--- config.mk ---
export PLATFORM = sky130hd
export DESIGN_NAME = tcp_rx_noc_in
export DESIGN_NICKNAME = d
export VERILOG_FILES = /design/src/noc_pkg.sv /design/src/tcp_rx_pkg.sv /design/src/ctrl_datap_if.sv /design/src/tcp_rx_noc_in.sv /design/src/tcp_rx_noc_in_ctrl.sv /design/src/tcp_rx_noc_in_datap.sv /design/src/tcp_rx_noc_in_regs.sv
export SDC_FILE = /design/constraint.sdc
export NUM_CORES = 1
export LEC_CHECK = 0
export BUFFER_PORTS_ARGS = -buffer_cell sky130_fd_sc_hd__buf_2
export CORE_AREA = 10 10 159 161
export DETAILED_ROUTE_END_ITERATION = 16
export DIE_AREA = 0 0 169 171
export GPL_TIMING_DRIVEN = 0
export PLACE_DENSITY_LB_ADDON = 0.08
export SYNTH_ARGS = -nofsm -noshare
export SYNTH_HDL_FRONTEND = slang
export SYNTH_SLANG_ARGS = --single-unit
--- constraint.sdc ---
create_clock -name clk -period 3.85 [get_ports clk]
set_input_delay 0.5775 -clock clk [delete_from_list [all_inputs] [get_ports clk]]
set_output_delay 0.5775 -clock clk [all_outputs]
set_load 0.01 [all_outputs]
--- src/noc_pkg.sv ---
package noc_pkg;

    // Header flit field widths
    localparam int node_w     = 16;
    localparam int msg_type_w = 8;
    localparam int msg_len_w  = 8;    // Also the width of the flit countdown
    localparam int hdr_pad_w  = 16;

    localparam int hdr_flit_w = 2 * node_w + msg_type_w + msg_len_w + hdr_pad_w;

    // Message types seen on the NoC
    typedef enum logic [msg_type_w-1:0] {
        noc_null_msg = 8'h00,
        tcp_rx_msg   = 8'h11,
        tcp_tx_msg   = 8'h12,
        ip_rx_msg    = 8'h21,
        ip_tx_msg    = 8'h22,
        udp_rx_msg   = 8'h31,
        udp_tx_msg   = 8'h32
    } noc_msg_type_e;

    // Low bits of the first flit of every message
    typedef struct packed {
        logic [node_w-1:0]    dst_node;
        logic [node_w-1:0]    src_node;
        noc_msg_type_e        msg_type;
        logic [msg_len_w-1:0] msg_len;    // Flits after the header, metadata included
        logic [hdr_pad_w-1:0] padding;
    } noc_hdr_flit;

endpackage

--- src/tcp_rx_pkg.sv ---
package tcp_rx_pkg;

    // IP field widths, fixed by the protocol
    localparam int ip_addr_w   = 32;
    localparam int tot_len_w   = 16;
    localparam int meta_flit_w = 2 * ip_addr_w + tot_len_w;

    // Metadata flit, low bits of the second flit, rest is zero
    typedef struct packed {
        logic [ip_addr_w-1:0] src_ip;
        logic [ip_addr_w-1:0] dst_ip;
        logic [tot_len_w-1:0] payload_len;    // TCP length in bytes
    } ip_meta_flit;

    typedef enum logic [1:0] {
        rx_hdr  = 2'd0,
        rx_meta = 2'd1,
        rx_data = 2'd2
    } rx_state_e;

    // APB side
    localparam int apb_addr_w = 8;
    localparam int apb_data_w = 32;
    localparam int cnt_w      = 32;

    typedef enum logic [apb_addr_w-1:0] {
        reg_ctrl     = 8'h00,
        reg_pkt_cnt  = 8'h04,    // Any write clears both counters
        reg_byte_cnt = 8'h08,
        reg_status   = 8'h0C
    } reg_addr_e;

    // Bit positions
    localparam int ctrl_enable_bit = 0;
    localparam int stat_busy_bit   = 0;
    localparam int stat_enable_bit = 1;

endpackage
--- src/ctrl_datap_if.sv ---
`timescale 1ns/1ns
interface ctrl_datap_if #(
    parameter int data_width = 128
);
    logic store_hdr_flit;
    logic store_meta_flit;
    logic init_num_flits;
    logic decr_num_flits;
    logic last_flit;      // Remaining flit count is one

    // Metadata must fit in one flit, and byte lanes must be a power of two
    if (data_width < tcp_rx_pkg::meta_flit_w || data_width % 8 != 0 ||
        ((data_width / 8) & (data_width / 8 - 1)) != 0) begin : g_width_chk
        $error("ctrl_datap_if: data_width %0d not supported", data_width);
    end

    modport ctrl (
        output store_hdr_flit,
        output store_meta_flit,
        output init_num_flits,
        output decr_num_flits,
        input  last_flit
    );

    modport datap (
        input  store_hdr_flit,
        input  store_meta_flit,
        input  init_num_flits,
        input  decr_num_flits,
        output last_flit
    );

endinterface

--- src/tcp_rx_noc_in.sv ---
`timescale 1ns/1ns
module tcp_rx_noc_in #(
    parameter int  data_width = 128,
    localparam int padbytes_w = $clog2(data_width / 8)
) (
    input  logic                              clk,
    input  logic                              rst,

    // NoC input stream
    input  logic                              in_val,
    input  logic [data_width-1:0]             in_data,
    output logic                              in_rdy,

    // Header beat
    output logic                              hdr_val,
    input  logic                              hdr_rdy,
    output logic [tcp_rx_pkg::ip_addr_w-1:0]  src_ip,
    output logic [tcp_rx_pkg::ip_addr_w-1:0]  dst_ip,
    output logic [tcp_rx_pkg::tot_len_w-1:0]  tcp_len,

    // Payload stream
    output logic                              data_val,
    input  logic                              data_rdy,
    output logic [data_width-1:0]             data,
    output logic                              data_last,
    output logic [padbytes_w-1:0]             data_padbytes,

    // APB config
    input  logic                              psel,
    input  logic                              penable,
    input  logic                              pwrite,
    input  logic [tcp_rx_pkg::apb_addr_w-1:0] paddr,
    input  logic [tcp_rx_pkg::apb_data_w-1:0] pwdata,
    output logic [tcp_rx_pkg::apb_data_w-1:0] prdata,
    output logic                              pready,
    output logic                              pslverr
);

    logic                             enable;
    logic                             busy;
    logic                             pkt_done;
    logic [tcp_rx_pkg::tot_len_w-1:0] pkt_bytes;

    ctrl_datap_if #(.data_width(data_width)) cd ();

    tcp_rx_noc_in_ctrl u_ctrl (
        .clk       (clk),
        .rst       (rst),
        .in_val    (in_val),
        .in_rdy    (in_rdy),
        .hdr_val   (hdr_val),
        .hdr_rdy   (hdr_rdy),
        .data_val  (data_val),
        .data_rdy  (data_rdy),
        .enable    (enable),
        .tcp_len   (tcp_len),
        .cd        (cd.ctrl),
        .pkt_done  (pkt_done),
        .pkt_bytes (pkt_bytes),
        .busy      (busy)
    );

    tcp_rx_noc_in_datap #(.data_width(data_width)) u_datap (
        .clk           (clk),
        .rst           (rst),
        .in_data       (in_data),
        .cd            (cd.datap),
        .src_ip        (src_ip),
        .dst_ip        (dst_ip),
        .tcp_len       (tcp_len),
        .data          (data),
        .data_last     (data_last),
        .data_padbytes (data_padbytes)
    );

    tcp_rx_noc_in_regs u_regs (
        .clk       (clk),
        .rst       (rst),
        .psel      (psel),
        .penable   (penable),
        .pwrite    (pwrite),
        .paddr     (paddr),
        .pwdata    (pwdata),
        .prdata    (prdata),
        .pready    (pready),
        .pslverr   (pslverr),
        .enable    (enable),
        .busy      (busy),
        .pkt_done  (pkt_done),
        .pkt_bytes (pkt_bytes)
    );

endmodule

--- src/tcp_rx_noc_in_ctrl.sv ---
`timescale 1ns/1ns
module tcp_rx_noc_in_ctrl (
    input  logic                            clk,
    input  logic                            rst,

    input  logic                            in_val,
    output logic                            in_rdy,

    output logic                            hdr_val,
    input  logic                            hdr_rdy,

    output logic                            data_val,
    input  logic                            data_rdy,

    input  logic                            enable,
    input  logic [tcp_rx_pkg::tot_len_w-1:0] tcp_len,

    ctrl_datap_if.ctrl                      cd,

    output logic                            pkt_done,
    output logic [tcp_rx_pkg::tot_len_w-1:0] pkt_bytes,
    output logic                            busy
);

    tcp_rx_pkg::rx_state_e state;
    tcp_rx_pkg::rx_state_e state_next;
    logic                  pkt_end;

    always_comb begin
        state_next         = state;
        in_rdy             = 1'b0;
        hdr_val            = 1'b0;
        data_val           = 1'b0;
        cd.store_hdr_flit  = 1'b0;
        cd.store_meta_flit = 1'b0;
        cd.init_num_flits  = 1'b0;
        cd.decr_num_flits  = 1'b0;
        pkt_end            = 1'b0;

        case (state)
            tcp_rx_pkg::rx_hdr: begin
                in_rdy = enable;    // Only new packets are held off
                if (in_val && enable) begin
                    cd.store_hdr_flit = 1'b1;
                    cd.init_num_flits = 1'b1;
                    state_next        = tcp_rx_pkg::rx_meta;
                end
            end
            tcp_rx_pkg::rx_meta: begin
                // Metadata flit goes straight out as the header beat
                hdr_val = in_val;
                in_rdy  = hdr_rdy;
                if (in_val && hdr_rdy) begin
                    cd.store_meta_flit = 1'b1;
                    cd.decr_num_flits  = 1'b1;
                    state_next         = tcp_rx_pkg::rx_data;
                end
            end
            tcp_rx_pkg::rx_data: begin
                data_val = in_val;
                in_rdy   = data_rdy;
                if (in_val && data_rdy) begin
                    cd.decr_num_flits = 1'b1;
                    if (cd.last_flit) begin
                        pkt_end    = 1'b1;
                        state_next = tcp_rx_pkg::rx_hdr;
                    end
                end
            end
            default: begin
                state_next = tcp_rx_pkg::rx_hdr;
            end
        endcase
    end

    always_ff @(posedge clk) begin
        if (rst) begin
            state    <= tcp_rx_pkg::rx_hdr;
            pkt_done <= 1'b0;
        end else begin
            state    <= state_next;
            pkt_done <= pkt_end;
        end
    end

    always_ff @(posedge clk) begin
        if (cd.store_meta_flit) begin
            pkt_bytes <= tcp_len;    // Held until the next metadata flit
        end
    end

    assign busy = (state != tcp_rx_pkg::rx_hdr);

    last_not_in_hdr: assert property (@(posedge clk) disable iff (rst)
        state == tcp_rx_pkg::rx_hdr |-> !cd.last_flit);

    // Count equals msg_len here, so msg_len of 2 or more leaves last_flit low
    hdr_len_min: assert property (@(posedge clk) disable iff (rst)
        state == tcp_rx_pkg::rx_meta |-> !cd.last_flit);

    no_accept_disabled: assert property (@(posedge clk) disable iff (rst)
        (state == tcp_rx_pkg::rx_hdr && !enable) |=> state == tcp_rx_pkg::rx_hdr);

endmodule

--- src/tcp_rx_noc_in_datap.sv ---
`timescale 1ns/1ns
module tcp_rx_noc_in_datap #(
    parameter int  data_width     = 128,
    localparam int bytes_per_flit = data_width / 8,
    localparam int padbytes_w     = $clog2(bytes_per_flit)
) (
    input  logic                            clk,
    input  logic                            rst,

    input  logic [data_width-1:0]           in_data,

    ctrl_datap_if.datap                     cd,

    output logic [tcp_rx_pkg::ip_addr_w-1:0] src_ip,
    output logic [tcp_rx_pkg::ip_addr_w-1:0] dst_ip,
    output logic [tcp_rx_pkg::tot_len_w-1:0] tcp_len,

    output logic [data_width-1:0]           data,
    output logic                            data_last,
    output logic [padbytes_w-1:0]           data_padbytes
);

    noc_pkg::noc_hdr_flit          hdr_in;
    noc_pkg::noc_hdr_flit          hdr_reg;
    noc_pkg::noc_hdr_flit          hdr_next;

    tcp_rx_pkg::ip_meta_flit       meta_in;
    tcp_rx_pkg::ip_meta_flit       meta_reg;
    tcp_rx_pkg::ip_meta_flit       meta_next;

    logic [noc_pkg::msg_len_w-1:0] flits_left;
    logic [padbytes_w-1:0]         len_rem;
    logic [padbytes_w:0]           pad_calc;

    assign hdr_in  = in_data[noc_pkg::hdr_flit_w-1:0];
    assign meta_in = in_data[tcp_rx_pkg::meta_flit_w-1:0];

    assign hdr_next  = cd.store_hdr_flit  ? hdr_in  : hdr_reg;
    assign meta_next = cd.store_meta_flit ? meta_in : meta_reg;

    // Header beat fields are valid while the metadata flit is on the input
    assign src_ip  = meta_next.src_ip;
    assign dst_ip  = meta_next.dst_ip;
    assign tcp_len = meta_next.payload_len;

    assign cd.last_flit = (flits_left == 1);

    assign data      = in_data;       // No added latency on the data path
    assign data_last = cd.last_flit;

    // Unused bytes in the final flit
    assign len_rem  = meta_reg.payload_len[padbytes_w-1:0];
    assign pad_calc = (len_rem == '0) ? '0
                                      : (padbytes_w + 1)'(bytes_per_flit) - {1'b0, len_rem};

    assign data_padbytes = cd.last_flit ? pad_calc[padbytes_w-1:0] : '0;

    always_ff @(posedge clk) begin
        hdr_reg  <= hdr_next;
        meta_reg <= meta_next;
    end

    always_ff @(posedge clk) begin
        if (rst) begin
            flits_left <= '0;
        end else if (cd.init_num_flits) begin
            flits_left <= hdr_next.msg_len;
        end else if (cd.decr_num_flits) begin
            flits_left <= flits_left - 1'b1;
        end
    end

    // Control must not count past the end of the message
    count_no_underflow: assert property (@(posedge clk) disable iff (rst)
        cd.decr_num_flits |-> flits_left != '0);

endmodule

--- src/tcp_rx_noc_in_regs.sv ---
`timescale 1ns/1ns
module tcp_rx_noc_in_regs (
    input  logic                              clk,
    input  logic                              rst,

    input  logic                              psel,
    input  logic                              penable,
    input  logic                              pwrite,
    input  logic [tcp_rx_pkg::apb_addr_w-1:0] paddr,
    input  logic [tcp_rx_pkg::apb_data_w-1:0] pwdata,
    output logic [tcp_rx_pkg::apb_data_w-1:0] prdata,
    output logic                              pready,
    output logic                              pslverr,

    output logic                              enable,
    input  logic                              busy,
    input  logic                              pkt_done,
    input  logic [tcp_rx_pkg::tot_len_w-1:0]  pkt_bytes
);

    logic [tcp_rx_pkg::cnt_w-1:0]      pkt_cnt;
    logic [tcp_rx_pkg::cnt_w-1:0]      byte_cnt;
    logic [tcp_rx_pkg::apb_data_w-1:0] rd_mux;
    logic                              addr_err;
    logic                              err_q;
    logic                              setup;
    logic                              access;
    logic                              wr_en;

    assign setup   = psel && !penable;
    assign access  = psel && penable;
    assign wr_en   = access && pwrite && !err_q;
    assign pready  = 1'b1;
    assign pslverr = access && err_q;

    // Read mux and error decode
    always_comb begin
        rd_mux   = '0;
        addr_err = 1'b0;
        case (tcp_rx_pkg::reg_addr_e'(paddr))
            tcp_rx_pkg::reg_ctrl:     rd_mux[tcp_rx_pkg::ctrl_enable_bit] = enable;
            tcp_rx_pkg::reg_pkt_cnt:  rd_mux = pkt_cnt;
            tcp_rx_pkg::reg_byte_cnt: begin
                rd_mux   = byte_cnt;
                addr_err = pwrite;    // Read only
            end
            tcp_rx_pkg::reg_status: begin
                rd_mux[tcp_rx_pkg::stat_busy_bit]   = busy;
                rd_mux[tcp_rx_pkg::stat_enable_bit] = enable;
                addr_err = pwrite;
            end
            default: addr_err = 1'b1;
        endcase
    end

    always_ff @(posedge clk) begin
        if (rst) begin
            prdata <= '0;
            err_q  <= 1'b0;
        end else if (setup) begin
            prdata <= pwrite ? '0 : rd_mux;
            err_q  <= addr_err;
        end
    end

    always_ff @(posedge clk) begin
        if (rst) begin
            enable   <= 1'b0;
            pkt_cnt  <= '0;
            byte_cnt <= '0;
        end else begin
            if (wr_en && paddr == tcp_rx_pkg::reg_ctrl) begin
                enable <= pwdata[tcp_rx_pkg::ctrl_enable_bit];
            end
            if (wr_en && paddr == tcp_rx_pkg::reg_pkt_cnt) begin
                pkt_cnt  <= '0;    // Clear wins over a same-cycle count
                byte_cnt <= '0;
            end else if (pkt_done) begin
                pkt_cnt  <= pkt_cnt + 1'b1;
                byte_cnt <= byte_cnt + tcp_rx_pkg::cnt_w'(pkt_bytes);
            end
        end
    end

    prdata_hold: assert property (@(posedge clk) disable iff (rst)
        access |=> $stable(prdata));

endmodule

==> out/metrics.cfg, run 1 <==
[run_status]
status = finished, final reports clean

[cts]
cts_max_path_buffers = 3
post_cts_buffers = 0
cts_inserted_buffers = 24
clk_pin_slew_ns = 0.06
ctsHoldBuffers = 0
cts-root-buf = clkbuf_16
clock_sinks = 205
clk_latency_ns = 0.54
h-tree-depth = 1
cts_tree = yes

[placed_design]
placed_area_um2 = 12060
place_congestion = 0.9027
place_inst = 1652
io_buffers = 343
pre_cts_slack_ns = 0.1706
hpwl_um = 24410

[cells_and_area]
largest_reg_flops = 76
fin_area_um2 = 12870
layout.nets = 1594
diodes = 0
utilization_pct = 57.91
drive_above_1_share_pct = 44.42
area_growth_pct = 28.86
stdcell_count = 1692

[synthesis]
synth-edff-count = 16
seq_area_frac_synth_pct = 42.69
yosys_warnings = 0
postSynth.asyncResetShare_pct = 0
syn_inst = 1024
syn_avg_cell_area_um2 = 9.754
synth_nets = 1225
netlist_area_um2 = 9988
ys_types = 74
synth-main-ff-cell = dfxtp_1
yosys_register_bits = 205

[sta]
fin_worst_skew_ns = 0.01733
drv_slew = 0
tns_ns = 0
fmax_mhz = 277.8
finalWorstSetupSlack_ns = 0.2501
setup_viol_count_final = 0
rsz0062_at_grt = no
max_slew_margin_pct = 26.05
finalCritPeriodShare_pct = 93.50
worstMarginPinSlew_ns = 1.099
period_needed_ns = 3.600
final_hold_viol_count = 0

[setup_path]
path_common_cell = clkbuf_1
crit_buf_inv = 4
rrSetupSlack_ns = 0.84
crit_type = register to output port
slowest_stage = clkbuf_1
crit_chain = inv_1 > ha_1 > and3_1 > clkbuf_1 > clkbuf_1 > mux2_2 > buf_2
path_delay_family = buffers and inverters
cp.required_ns = 3.27
worstPathMaxFanout = 10
cp.arrival_ns = 3.02
critPathLaunchType = register
worst_setup_path_end_kind = output port
max_stage_delay_ns = 0.62

[global_route]
grt_max_degree = 26
grt_pass1_vias = 8778
grt_usage_pct = 19.92
grt_overflow = 0
antenna_found_initial = 1
grt_pass1_wl_um = 47170

[floorplan]
ios = 426
rows = 55
die_y_um = 171
start_util_pct = 44.94
core_um2 = 22230
fp.dieW_um = 169
die_area_um2 = 28900

[drt]
routed-wl-met3_um = 2341
drtIter0Drc = 359
ant_nets = 0
post_drt_via_cell_ratio = 5.021
drc = 0
met1_length_um = 11680
highest_layer = met5
wl_met2_um = 16010
vias = 8495
drt-wirelength-per-cell_um = 18.07
wirelength_um = 30580
drtPass1Iterations = 5

[power_and_ir_drop]
power-per-cell-area_nw_per_um2 = 386.1
leakage_nw = 5.966
ir_drop_uv = 467.6

[worst_hold_path]
worstHoldPathType = primary input to register

[job]
maxCapViolations = 0

==> synthesized netlist by cell type, drive strengths merged, types with 4 or more instances <==
master	count	share of area [%]
mux2i	15	1.5
xnor2	24	2.1
o22ai	6	0.38
inv	20	0.75
and3	11	0.69
o21ai	13	0.65
nor2	99	3.7
and2	11	0.70
nor3	12	0.65
nor3b	4	0.30
a22oi	31	2.3
a211o	4	0.35
o211ai	5	0.38
xor2	21	1.8
or3	7	0.44
nand3	25	1.3
a211oi	10	0.80
clkbuf	26	0.99
nand4	16	1.1
buf	146	11
mux2	81	9.1
or2	4	0.25
a22o	30	2.6
or4	4	0.38
nand2	58	2.2
a21o	11	0.83
edfxtp	16	4.8
dfxtp	189	38
o31ai	5	0.38
a21oi	39	2.0
nand2b	9	0.56
ha	24	3.0
nor4	7	0.44
==> what timing repair did <==
item,CTS,global route
endpoints found under the setup margin,9,0
endpoints found under the hold margin,0,0
gates resized for setup,1,0
==> area by class of cell <==
cell class | instances | area (µm²)
fill | 2011 | 9356
multi-input combinational | 626 | 4494
sequential | 205 | 4264
timing repair buffer | 343 | 1717
buffer | 172 | 1152
clock buffer | 33 | 694.4
tap | 285 | 356.6
clock inverter | 7 | 113.9
inverter | 21 | 78.83
==> metrics by stage <==
step	power, W	hold slack [ns]
6_report	0.004970	0.3005
5_1_grt	0.005138	0.2949
4_1_cts	0.005025	0.2825
3_5_place_dp	0.002721	0.4574
3_3_place_gp	0.002717	0.4539
2_1_floorplan	0.002498	0.4501
==> kinds of logic after synthesis <==
logic type | after synthesis | synth area share [%]
and+or+nand+nor | 278 | 13.77
DFF | 205 | 42.69
buffers and inverters | 193 | 12.31
AOI/OAI and AO/OA | 180 | 13.18
muxes | 97 | 10.86
xor gates and xnor gates | 45 | 3.946
adders and majority gates | 25 | 3.207
other | 1 | 0.03754
==> layout by cell type (no fill, tap or decap), drive strengths merged, types with 12 or more instances in the layout <==
| master | netlist | layout |
|---|---|---|
| nand3 | 25 | 25 |
| nand4 | 16 | 16 |
| nor3 | 12 | 12 |
| ha | 24 | 24 |
| o21ai | 13 | 13 |
| xor2 | 21 | 21 |
| mux2i | 15 | 15 |
| a21oi | 39 | 39 |
| a22oi | 31 | 31 |
| clkbuf | 26 | 59 |
| xnor2 | 24 | 24 |
| buf | 146 | 489 |
| inv | 20 | 21 |
| nand2 | 58 | 58 |
| edfxtp | 16 | 16 |
| dfxtp | 189 | 189 |
| a22o | 30 | 30 |
| mux2 | 81 | 81 |
| nor2 | 99 | 99 |
==> routing by layer <==
layer	up-vias	track usage, %
li1	4248	-
met1	3930	21.81
met2	276	36.56
met3	39	6.171
met4	2	4.841
met5	-	0
==> report_power, final <==
| group | switching (W) | leakage, nW | internal [W] |
|---|---|---|---|
| logic | 0.000228 | 3.89 | 0.000233 |
| registers | 0.0000122 | 1.68 | 0.00219 |
| clock network | 0.000910 | 0.398 | 0.00139 |
==> final timing paths <==
kind,cells after the start,from,end
max,7,u_ctrl.state[1],tcp_len[12]
min,2,in_data[26],u_datap.meta_reg[26]
max reg2reg,9,u_regs.byte_cnt[0],u_regs.byte_cnt[20]
min reg2reg,1,u_datap.meta_reg[20],u_datap.meta_reg[20]
Power figures use the tool's default switching activity.
==> inputs of run 2 (changes only) <==
- CORE_AREA: 10 10 159 161 -> 5 5 162 164
- DIE_AREA: 0 0 169 171 -> 0 0 167 169
- RECOVER_POWER: default -> 50
==> run 2 against run 1 <==
Hold slack hardly changed. Final cell count increased by 2.8%. Core utilization decreased by 6.6 points. Sequential power about the same. Setup slack got worse by 0.0070 ns. Count of clock-buffer cells in the layout unchanged. Die area decreased by 2.3%. Highest routed layer is now met4. Maximum frequency shrank 0.19%. First-iteration DRC count down 21%. Sequential share of layout area is 0.48 points higher. Total power is 1.1% lower.
==> out/metrics.cfg, run 2 (synthesis results as in run 1) <==
[run_status]
status = finished, final reports clean

[sta]
worstMarginPinSlew_ns = 1.188
final_hold_viol_count = 0
drv_slew = 0
fin_worst_skew_ns = 0.01461
period_needed_ns = 3.607
rsz0062_at_grt = no
max_slew_margin_pct = 20.05
finalWorstSetupSlack_ns = 0.2431
finalCritPeriodShare_pct = 93.69
tns_ns = 0
setup_viol_count_final = 0
fmax_mhz = 277.2

[setup_path]
path_delay_family = buffers and inverters
critPathLaunchType = register
crit_chain = inv_1 > ha_1 > and3_1 > clkbuf_1 > clkbuf_1 > mux2_2 > buf_2
crit_start = u_ctrl.state[1]
reg2reg_depth = 9
worst_setup_path_end_kind = output port
path_common_cell = clkbuf_1
slowest_stage = clkbuf_1
max_stage_delay_ns = 0.63
critical_path_depth = 7
cp.arrival_ns = 3.03
cp.required_ns = 3.27
crit_type = register to output port
crit_buf_inv = 4
worstPathMaxFanout = 10
regToRegStartpoint = u_regs.byte_cnt[0]

[floorplan]
rows = 58
die_y_um = 169
core_um2 = 24750
ios = 426
fp.dieW_um = 167
start_util_pct = 40.36
die_area_um2 = 28220

[power_and_ir_drop]
power-per-cell-area_nw_per_um2 = 387.4
ir_drop_uv = 289.1
leakage_nw = 5.448
fin_total_pwr_w = 0.004915

[cells_and_area]
largest_reg_flops = 76
layout_common_cells = 198 x clkbuf_1, 190 x buf_2, 189 x dfxtp_1
diodes = 0
area_growth_pct = 27.02
drive_above_1_share_pct = 31.84
final.fill_count = 2419
layout.nets = 1594
utilization_pct = 51.27
final_common_cell = clkbuf_1

[cts]
cts_tree = yes
clock_sinks = 205
cts_max_path_buffers = 3
post_cts_buffers = 0
cts_resized = 1
clk_pin_slew_ns = 0.06
cts-root-buf = clkbuf_16
h-tree-depth = 1
ctsHoldBuffers = 0
clk_latency_ns = 0.53
cts_inserted_buffers = 24

[drt]
vias = 8479
drtIter0Drc = 285
ant_nets = 0
drtPass1Iterations = 4
post_drt_via_cell_ratio = 4.873
wirelength_um = 28890
drc = 0
drt-wirelength-per-cell_um = 16.60

[job]
maxCapViolations = 0

[global_route]
grt_pass1_wl_um = 44660
antenna_found_initial = 0
grt_overflow = 0
grt_max_degree = 26
grt_pass1_vias = 8406
grt_usage_pct = 19.34

[worst_hold_path]
hold_start = in_data[24]
worstHoldPathType = primary input to register
holdPathStages = 2

[placed_design]
io_buffers = 343
pre_cts_slack_ns = 0.07453
hpwl_um = 22830
place_congestion = 0.8689

## run 2: changes by cell type in the layout (fill, tap and decap cells not counted), sizes merged
cell	change
clkbuf	+168
clkinv	+2
inv	+1
buf	-168
## run 2: path summary, 6_finish.rpt
path	end	slack, ns
worst max register to register	u_regs.byte_cnt[20]	0.83
worst min register to register	u_datap.meta_reg[24]	0.45
worst max-delay path	tcp_len[13]	0.24
worst min-delay path	u_datap.meta_reg[24]	0.30
## run 2: layout make-up
type	count	area, µm²	area share [%]
Multi-Input combinational cell	626	4482	35.33
Sequential cell	205	4264	33.61
Timing Repair Buffer	343	1514	11.93
Buffer	172	1144	9.014
Clock buffer	33	675.6	5.325
Tap cell	330	412.9	3.254
Clock inverter	10	116.4	0.9172
Inverter	21	78.83	0.6213
## run 2: where the power goes
part / switching [W] / internal (W)
combinational: 0.000223 / 0.000212
sequential: 0.0000120 / 0.00219
clock: 0.000908 / 0.00137
## run 2: metrics by stage
stage | cells | cell area [µm²] | hold WS [ns]
floorplan | 1024 | 9988 | 0.4501
global placement | 1697 | 12120 | 0.4539
detailed placement | 1697 | 12120 | 0.4582
CTS | 1740 | 12910 | 0.2851
global route | 1740 | 12690 | 0.2949
finish | 1740 | 12690 | 0.3008
## run 2: metal layers
layer | track usage (%) | up-vias | routed length (µm)
li1 | - | 4249 | -
met1 | 22.76 | 3920 | 11620
met2 | 35.68 | 263 | 14700
met3 | 3.667 | 47 | 1722
met4 | 5.834 | 0 | 852
met5 | 0 | - | 0
